==> src/rtl/sprite_pkg.sv <==
/*
 * shared definitions for the sprite block; register bus is write only,
 * addresses are word addresses (bit 0 dropped), sprites are 16 pixels wide
 */

package sprite_pkg;

	//--------------------------------------------------------------------------
	// sizes
	//--------------------------------------------------------------------------

	localparam int NUM_SPRITES = 8;					// hardware sprites
	localparam int NUM_PAIRS   = NUM_SPRITES / 2;	// attachable pairs (0,1) .. (6,7)

	//--------------------------------------------------------------------------
	// register map
	//--------------------------------------------------------------------------

	// base of the sprite window, only bits 8..6 take part in the compare
	localparam logic [8:0] SPR_BASE = 9'h140;

	// per sprite offsets, taken from address bits 2..1
	localparam logic [1:0] REG_POS  = 2'd0;	// horizontal start bits 8..1
	localparam logic [1:0] REG_CTL  = 2'd1;	// attach, start bit 0, disarms
	localparam logic [1:0] REG_DATA = 2'd2;	// plane A word, arms
	localparam logic [1:0] REG_DATB = 2'd3;	// plane B word

	//--------------------------------------------------------------------------
	// types
	//--------------------------------------------------------------------------

	// one chip bus write, 25 bits
	typedef struct packed
	{
		logic			en;		// write strobe
		logic	[8:1]	addr;	// register address, word aligned
		logic	[15:0]	data;	// write data
	} reg_wr_t;

	// one sprite's current output, 3 bits
	typedef struct packed
	{
		logic	[1:0]	pix;	// {plane B, plane A}, 0 is transparent
		logic			attach;	// ctl bit 7 of this sprite
	} sprite_pix_t;

	// merged sprite colour index, 0 is transparent
	typedef logic [3:0] sprite_color_t;

endpackage

==> src/rtl/sprite_shifter.sv <==
/*
 * one sprite channel; no vertical start/stop, data is written directly
 * load happens on the edge where hpos matches while armed, first pixel next cycle
 */
`timescale 1ns/1ps

module sprite_shifter
(
	input	logic					clk,
	input	logic					reset,
	input	sprite_pkg::reg_wr_t	wr,		// shared bus write
	input	logic					sel,	// address hits this sprite
	input	logic	[8:0]			hpos,	// horizontal beam counter
	output	sprite_pkg::sprite_pix_t	pix		// serial pixel and attach flag
);

	import sprite_pkg::*;

	//--------------------------------------------------------------------------
	// local signals
	//--------------------------------------------------------------------------

	logic	[8:0]	hstart;		// horizontal start position
	logic			attach;		// attached to its pair partner
	logic	[15:0]	datla;		// plane A latch
	logic	[15:0]	datlb;		// plane B latch
	logic			armed;		// waiting for / repeating on hstart
	logic	[15:0]	shift_a;	// plane A serializer
	logic	[15:0]	shift_b;	// plane B serializer
	logic			wr_hit;		// valid write to this sprite
	logic	[1:0]	offset;		// register within the sprite
	logic			load;		// reload serializers this edge

	assign wr_hit = sel && wr.en;
	assign offset = wr.addr[2:1];

	//--------------------------------------------------------------------------
	// arming
	//--------------------------------------------------------------------------

	// ctl write disarms, data A write arms; armed then stays set so the
	// sprite comes back on every line until the next ctl write
	always_ff @(posedge clk)
	begin
		if (reset)
			armed <= 1'b0;
		else if (wr_hit && offset == REG_CTL)
			armed <= 1'b0;
		else if (wr_hit && offset == REG_DATA)
			armed <= 1'b1;
	end

	// uses armed as it was before this edge
	assign load = armed && (hpos == hstart);

	//--------------------------------------------------------------------------
	// position and control
	//--------------------------------------------------------------------------

	always_ff @(posedge clk)
	begin
		if (wr_hit && offset == REG_POS)
			hstart[8:1] <= wr.data[7:0];	// coarse start
		if (wr_hit && offset == REG_CTL)
			hstart[0] <= wr.data[0];		// fine start bit
	end

	always_ff @(posedge clk)
	begin
		if (reset)
			attach <= 1'b0;
		else if (wr_hit && offset == REG_CTL)
			attach <= wr.data[7];
	end

	//--------------------------------------------------------------------------
	// data latches
	//--------------------------------------------------------------------------

	always_ff @(posedge clk)
	begin
		if (wr_hit && offset == REG_DATA)
			datla <= wr.data;
		if (wr_hit && offset == REG_DATB)
			datlb <= wr.data;
	end

	//--------------------------------------------------------------------------
	// parallel to serial
	//--------------------------------------------------------------------------

	always_ff @(posedge clk)
	begin
		if (reset)
		begin
			shift_a <= '0;
			shift_b <= '0;
		end
		else if (load)	// grab latched words
		begin
			shift_a <= datla;
			shift_b <= datlb;
		end
		else			// msb first, zero fill -> transparent after 16
		begin
			shift_a <= {shift_a[14:0], 1'b0};
			shift_b <= {shift_b[14:0], 1'b0};
		end
	end

	// plane B is the high pixel bit
	assign pix.pix    = {shift_b[15], shift_a[15]};
	assign pix.attach = attach;

endmodule

==> src/rtl/sprite_priority.sv <==
/*
 * purely combinational merge of the eight sprite pixels
 * fixed priority, sprite 0 highest; attach from either sprite of a pair counts
 */
`timescale 1ns/1ps

module sprite_priority
(
	input	logic							sprena,	// sprite display enable
	input	sprite_pkg::sprite_pix_t		pix [sprite_pkg::NUM_SPRITES],
	output	logic	[sprite_pkg::NUM_SPRITES-1:0]	nsprite,	// opaque mask
	output	sprite_pkg::sprite_color_t		sprdata	// merged colour
);

	import sprite_pkg::*;

	//--------------------------------------------------------------------------
	// local signals
	//--------------------------------------------------------------------------

	logic	[NUM_SPRITES-1:0]	opaque;		// per sprite, nonzero and enabled
	logic	[NUM_PAIRS-1:0]		pair_hit;	// any sprite of the pair opaque
	sprite_color_t				pair_color [NUM_PAIRS];	// colour if pair wins

	//--------------------------------------------------------------------------
	// opaque mask
	//--------------------------------------------------------------------------

	genvar i;
	generate
		for (i = 0; i < NUM_SPRITES; i++)
		begin : g_opaque
			// sprena low blanks every sprite
			assign opaque[i] = sprena && (pix[i].pix != 2'b00);
		end
	endgenerate

	assign nsprite = opaque;

	//--------------------------------------------------------------------------
	// per pair colour
	//--------------------------------------------------------------------------

	genvar p;
	generate
		for (p = 0; p < NUM_PAIRS; p++)
		begin : g_pair
			logic	attached;	// either partner has ctl bit 7 set

			assign attached    = pix[2*p].attach || pix[2*p+1].attach;
			assign pair_hit[p] = opaque[2*p] || opaque[2*p+1];

			always_comb
			begin
				if (attached)				// 15 colours + transparent
					pair_color[p] = {pix[2*p+1].pix, pix[2*p].pix};
				else if (opaque[2*p])		// even sprite in front
					pair_color[p] = {2'(p), pix[2*p].pix};
				else						// odd sprite, or nothing
					pair_color[p] = {2'(p), pix[2*p+1].pix};
			end
		end
	endgenerate

	//--------------------------------------------------------------------------
	// pair priority
	//--------------------------------------------------------------------------

	// lowest numbered pair with anything visible wins
	always_comb
	begin : prio
		logic	found;

		found   = 1'b0;
		sprdata = '0;	// all transparent
		for (int k = 0; k < NUM_PAIRS; k++)
		begin
			if (!found && pair_hit[k])
			begin
				found   = 1'b1;
				sprdata = pair_color[k];
			end
		end
	end

endmodule

==> src/rtl/denise_sprites.sv <==
/*
 * sprite block top; writes are accepted every cycle with no back-pressure
 * registers sit at 0x140..0x17e, four words per sprite, outputs are combinational
 */
`timescale 1ns/1ps

module denise_sprites
(
	input	logic						clk,
	input	logic						reset,
	input	sprite_pkg::reg_wr_t		wr,			// chip register bus write
	input	logic	[8:0]				hpos,		// horizontal beam counter
	input	logic						sprena,		// sprite enable
	output	logic	[7:0]				nsprite,	// opaque sprite mask
	output	sprite_pkg::sprite_color_t	sprdata		// sprite colour index
);

	import sprite_pkg::*;

	//--------------------------------------------------------------------------
	// local signals
	//--------------------------------------------------------------------------

	logic							base_hit;	// address in sprite window
	logic	[NUM_SPRITES-1:0]		sel;		// one select per sprite
	sprite_pix_t					pix [NUM_SPRITES];	// shifter outputs
	logic	[NUM_SPRITES-1:0]		mask;		// opaque mask from priority
	sprite_color_t					color;		// merged colour

	//--------------------------------------------------------------------------
	// address decode
	//--------------------------------------------------------------------------

	// bits 8..6 pick the window, 5..3 the sprite, 2..1 go on to the shifter
	assign base_hit = (wr.addr[8:6] == SPR_BASE[8:6]);

	genvar i;
	generate
		for (i = 0; i < NUM_SPRITES; i++)
		begin : g_sprite
			// write enable is qualified inside the shifter
			assign sel[i] = base_hit && (wr.addr[5:3] == 3'(i));

			sprite_shifter u_shifter
			(
				.clk	(clk),
				.reset	(reset),
				.wr		(wr),
				.sel	(sel[i]),
				.hpos	(hpos),
				.pix	(pix[i])
			);
		end
	endgenerate

	//--------------------------------------------------------------------------
	// priority and colour merge
	//--------------------------------------------------------------------------

	sprite_priority u_priority
	(
		.sprena		(sprena),
		.pix		(pix),
		.nsprite	(mask),
		.sprdata	(color)
	);

	assign nsprite = mask;	// no output stage, zero latency
	assign sprdata = color;

endmodule

==> config.mk <==
export PLATFORM = sky130hd
export DESIGN_NAME = denise_sprites
export DESIGN_NICKNAME = d
export VERILOG_FILES = /design/src/rtl/sprite_pkg.sv /design/src/rtl/sprite_shifter.sv /design/src/rtl/sprite_priority.sv /design/src/rtl/denise_sprites.sv
export SDC_FILE = /design/constraint.sdc
export NUM_CORES = 1
export LEC_CHECK = 0
export ABC_AREA = 0
export BUFFER_PORTS_ARGS = -buffer_cell sky130_fd_sc_hd__buf_4
export CELL_PAD_IN_SITES_DETAIL_PLACEMENT = 2
export CELL_PAD_IN_SITES_GLOBAL_PLACEMENT = 2
export CORE_ASPECT_RATIO = 1.25
export CORE_UTILIZATION = 47
export DETAILED_ROUTE_END_ITERATION = 7
export PLACE_DENSITY_LB_ADDON = 0.15
export SLEW_MARGIN = 20
export SYNTH_ARGS = -nofsm -noshare
export SYNTH_HDL_FRONTEND = slang
export SYNTH_SLANG_ARGS = --single-unit
==> constraint.sdc <==
create_clock -name clk -period 3.38 [get_ports clk]
set_input_delay 0.507 -clock clk [delete_from_list [all_inputs] [get_ports clk]]
set_output_delay 0.507 -clock clk [all_outputs]
set_load 0.01 [all_outputs]
# Word-level counts from Yosys, hierarchy flattened

Cells that the tools add are included.

Bits in registers: 600
Input bits: 37
Output and inout port bits: 12
Logic and storage cells: 242

Equal/unequal tests: 19
Muxes and demuxes: 31
Bitwise operators: 8
Reductions and logical operators: 104

Operator list:

| cell               | number |
|---|---|
| $mux 16            | 16 |
| $eq 9x9->1         | 8 |
| $logic_and 1x1->1  | 67 |
| $mux 4             | 8 |
| $reduce_or 2->1    | 16 |
| $reduce_bool 2->1  | 8 |
| $eq 3x3->1 const B | 5 |
| $logic_or 1x1->1   | 8 |
| $mux 2             | 4 |
| $not 1->1          | 8 |
| $eq 3x2->1 const B | 2 |
| $eq 2x2->1 const B | 2 |
| $eq 3x1->1 const B | 1 |
| $logic_not 1->1    | 3 |
| $logic_not 3->1    | 1 |
| $mux 1             | 3 |
| $eq 2x1->1 const B | 1 |
| $logic_not 2->1    | 1 |

# Longest topological paths before layout

Depth in word-level cells: 13
Gate-level depth with buffers: 7

# Cells and area by module

Synthesis repeated with hierarchy kept, for this count alone.

Cell total of the unflattened synthesis: 1,854
Area total of the unflattened synthesis: 23,032.1 sq um

By module, submodules not included:

| module          | instances | cells an instance | area an instance (sq um) | sequential area each (sq um) |
|---|---|---|---|---|
| sprite_shifter  | 8         | 223               | 2,819.0                  | 1,911.8 |
| sprite_priority | 1         | 56                | 399.1                    | 0.0 |
| denise_sprites  | 1         | 14                | 81.3                     | 0.0 |

# Worst setup path after synthesis

Ideal clock, no wire load.

Path type: in2reg
Start: input port wr[22] in the netlist's numbering
End: register g_sprite[0].u_shifter.datlb[0], enable pin
Arrival time: 1.965 ns
Required time: 2.992 ns
Setup slack: 1.027 ns
Stages: 4
Path buffers: 0
Path through: nand4b_2 -> nor2_1 -> nand3_1 -> nor2_1

Word-level cells in the longest chain between the ends: 4

RTL lines:

| element                | line                 | RTL |
|---|---|---|
| start: declaration     | denise_sprites.sv:11 | `input sprite_pkg::reg_wr_t wr,` |
| $eq 3x3->1             | denise_sprites.sv:35 | `assign base_hit = (wr.addr[8:6] == SPR_BASE[8:6]);` |
| $logic_and 1x1->1      | denise_sprites.sv:42 | `assign sel[i] = base_hit && (wr.addr[5:3] == 3'(i));` |
| $logic_and 1x1->1      | sprite_shifter.sv:34 | `assign wr_hit = sel && wr.en;` |
| $logic_and 1x1->1      | sprite_shifter.sv:84 | `if (wr_hit && offset == REG_DATB)` |
| end signal: assignment | sprite_shifter.sv:85 | `datlb <= wr.data;` |
| end: declaration       | sprite_shifter.sv:26 | `logic [15:0] datlb;` |

Every way passes these cells.
A chain may end at the register's enable or synchronous reset.

# Worst setup path after layout

Start: register g_sprite[4].u_shifter.shift_b[15]
End: output port sprdata[2]

Word-level cells in the longest chain between the ends: 8

RTL lines:

| element                  | line                  | RTL |
|---|---|---|
| start: declaration       | sprite_shifter.sv:29  | `logic [15:0] shift_b;` |
| start signal: assignment | sprite_shifter.sv:102 | `shift_b <= datlb;` |
| start signal: assignment | sprite_shifter.sv:107 | `shift_b <= {shift_b[14:0], 1'b0};` |
| $reduce_bool 2->1 (*)    | sprite_priority.sv:34 | `assign opaque[i] = sprena && (pix[i].pix != 2'b00);` |
| $logic_and 1x1->1 (*)    | sprite_priority.sv:34 |  |
| $logic_or 1x1->1 (*)     | sprite_priority.sv:51 | `assign pair_hit[p] = opaque[2*p] \|\| opaque[2*p+1];` |
| $logic_and 1x1->1 (*)    | sprite_priority.sv:78 | `if (!found && pair_hit[k])` |
| $mux 1                   | sprite_priority.sv:78 |  |
| $logic_not 1->1          | sprite_priority.sv:78 |  |
| $logic_and 1x1->1        | sprite_priority.sv:78 |  |
| $mux 4 (*)               | sprite_priority.sv:78 |  |
| end: declaration         | denise_sprites.sv:15  | `output sprite_pkg::sprite_color_t sprdata` |

Every way passes the cells marked *; elsewhere a longest branch is shown, timed or not.

==> impl_metrics.env <==
export IMPL_drv_cap=0
export IMPL_drive_gt1_frac=0.119
export IMPL_fin_crit_ns=3.09
export IMPL_synth_edf_count=328
export IMPL_drt_wirelength_per_cell_um=28.6
export IMPL_worstPathRequired_ns=2.87
export IMPL_core_mm2=0.0475
export IMPL_numCtsBuffers=60
export IMPL_irDropWorstVdd_uv=444
export IMPL_fillers=4433
export IMPL_synth_cell_area_mm2=0.0228
export IMPL_startpoint_type="flop"
export IMPL_die_w_um=199
export IMPL_ys_ff_latch=600
export IMPL_firstDrtPassIters=4
export IMPL_antenna_found_initial=4
export IMPL_whs_ns=0.319
export IMPL_multi_input_area_mm2=0.00663
export IMPL_hold_viol=0
export IMPL_io_buffer_count=48
export IMPL_rsz0062_at_grt="no"
export IMPL_wirelength_um=71300
export IMPL_cts_tree="yes"
export IMPL_post_cts_setup_buffer_count=0
export IMPL_final_nets=1834
export IMPL_vias=15555
export IMPL_status="finished, final reports clean"
export IMPL_synthDominantCellAreaShare=0.433
export IMPL_syn_inst=1819
export IMPL_ios=49
export IMPL_period_share=0.915
export IMPL_setup_viol=0
export IMPL_seqCellArea_mm2=0.0153
export IMPL_grt_pass1_wl_um=107000
export IMPL_tns_ns=0
export IMPL_switching_share=0.217
export IMPL_vias_per_cell=6.25
export IMPL_ant_nets=0
export IMPL_holdBufCountCts=0
export IMPL_synth_nets=1856
export IMPL_ys_flop_type="edfxtp_1"
export IMPL_synth_top_cell_by_area="edfxtp_1"
export IMPL_post_route_util=0.540
export IMPL_initial_core_util=0.479
export IMPL_ctsResizeCount=0
export IMPL_leakagePower_nw=7.85
export IMPL_yosys_warnings=0
export IMPL_intPower_mw=11.8
export IMPL_seqPwrFrac=0.513
export IMPL_maxSlewHeadroom=0.403
export IMPL_insertion_delay_ns=0.62
export IMPL_drt_initial_drc_count=954
export IMPL_finalMaxSlewViolations=0
export IMPL_ctsRootBufferMaster="clkbuf_16"
export IMPL_synth_area_top_cells="edfxtp_1 43%, dfxtp_1 24%, o31ai_1 7.0%, nand4_1 6.3%, a21oi_1 4.8%"
export IMPL_async_flop_share=0
export IMPL_num_rows=89
export IMPL_die_area_mm2=0.0493
export IMPL_path_clk_slew_ns=0.06
export IMPL_worst_path_max_fanout=5
export IMPL_clock_sinks=600
export IMPL_grt_remaining_overflow=0
export IMPL_max_freq_mhz=323
export IMPL_yosysSeqAreaShare=0.672
export IMPL_p_clk_frac=0.454
export IMPL_htreeDepth=2
export IMPL_worst_pin_slew_ns=0.896
export IMPL_p_comb_frac=0.033
export IMPL_hpwlAfterDp_um=39000
export IMPL_power_mw=15.0
export IMPL_grt_max_degree=108
export IMPL_dieHeight_um=248
export IMPL_synth_most_common_cell="edfxtp_1"
export IMPL_crit_type="reg2out"
export IMPL_power_density_mw_per_mm2=584
export IMPL_areaGrowthSynthToFinish_pct=12.8
export IMPL_end_kind="primary output"
export IMPL_hold_class="in2reg"
export IMPL_dp_slack_ns=0.729
export IMPL_gp_congestion=0.778
export IMPL_cts_max_path_buffers=3
export IMPL_drcViolationCount=0
export IMPL_grt_total_usage=0.294
export IMPL_fin_ws_ns=0.287
export IMPL_first_global_vias=16953
export IMPL_switching_power_mw=3.25
export IMPL_worstPathArrival_ns=2.59
export IMPL_ys_top_cells_by_count="328 x edfxtp_1, 272 x dfxtp_1, 229 x nand4_1, 218 x a21oi_1, 212 x o31ai_1"
export IMPL_avgSynthCellArea_um2=12.5
export IMPL_finClkSkew_ns=0.0157
export IMPL_ys_types=46
[power by group through the flow]
stage                     Combinational, mW  Sequential [mW]  Clock (mW)
after floorplan                       0.230             7.85           0
after global placement                0.478             7.85           0
after detailed placement              0.492             7.85           0
after CTS                             0.496             7.69        6.92
after global routing                  0.517             7.69        7.18
final                                 0.500             7.69        6.81
[cell usage in the layout, fill, tap and decap left out, types with 7 or more instances in the layout]
cell / Yosys / layout
clkbuf_16: 0 / 62
a21oi_1: 218 / 218
xnor2_1: 72 / 72
nand3_1: 11 / 11
mux2i_1: 38 / 38
nand2_1: 14 / 14
nor2_1: 53 / 53
nor3b_1: 14 / 14
buf_4: 3 / 111
clkbuf_8: 0 / 11
dfxtp_1: 272 / 272
o31ai_1: 212 / 212
inv_1: 9 / 9
clkbuf_1: 147 / 17
nand4_1: 229 / 229
o21ai_0: 8 / 8
edfxtp_1: 328 / 328
nand2b_1: 64 / 64
and4_1: 14 / 14
nor3_1: 8 / 8
and2_1: 7 / 7
clkinv_2: 0 / 10
[per-stage QoR]
stage                     cell area, µm²  cells
final                              25700   2489
after CTS                          25700   2486
after floorplan                    22800   1819
after global placement             23700   2372
after detailed placement           23700   2372
after global routing               25700   2488
[cells by family after synthesis]
logic type | synth area share
AOI/OAI and AO/OA | 0.128
xor gates and xnor gates | 0.0277
buffers and inverters | 0.0374
DFF | 0.672
muxes | 0.0167
and+or+nand+nor | 0.119
[layer usage]
layer	track usage	routed length (µm)	vias to the layer above	part of all wire
met4	0.107	2360	2	0.033
met1	0.364	28600	8062	0.40
met3	0.0439	3290	147	0.046
li1	-	-	6937	-
met2	0.518	37000	407	0.52
met5	0	17	-	0.00024
[critical path, stage by stage, from the launching register on]
cell      delay (ns)
dfxtp_1         0.33
or4_4           0.58
nor4_2          0.36
a211oi_1        0.08
nor4_1          0.41
buf_4           0.20
[registers in the layout, summed over array words and instances, names as in the netlist]
name,count
g_sprite.u_shifter.attach,8
g_sprite.u_shifter.datla,128
g_sprite.u_shifter.armed,8
g_sprite.u_shifter.hstart,72
g_sprite.u_shifter.shift_b,128
g_sprite.u_shifter.shift_a,128
g_sprite.u_shifter.datlb,128
[final timing paths]
check                                                         to  cells after the start                         startpoint  slack (ns)
worst max register to register  g_sprite[0].u_shifter.shift_b[0]                      5    g_sprite[0].u_shifter.hstart[0]        0.93
worst min register to register  g_sprite[1].u_shifter.shift_b[4]                      2   g_sprite[1].u_shifter.shift_b[3]        0.45
worst max-delay path                                  sprdata[2]                      5  g_sprite[4].u_shifter.shift_b[15]        0.29
worst min-delay path             g_sprite[7].u_shifter.datlb[15]                      1                             wr[15]        0.32
[final cells by class]
type / instances / share of cell area
timing repair buffer: 115 / 0.0353
inverter: 9 / 0.00132
antenna: 3 / 0.000292
clock inverter: 25 / 0.0101
sequential: 600 / 0.596
tap: 637 / 0.0310
clock buffer: 89 / 0.0683
multi-input combinational: 1011 / 0.258
Note: power is estimated with default switching activity, not from simulation.
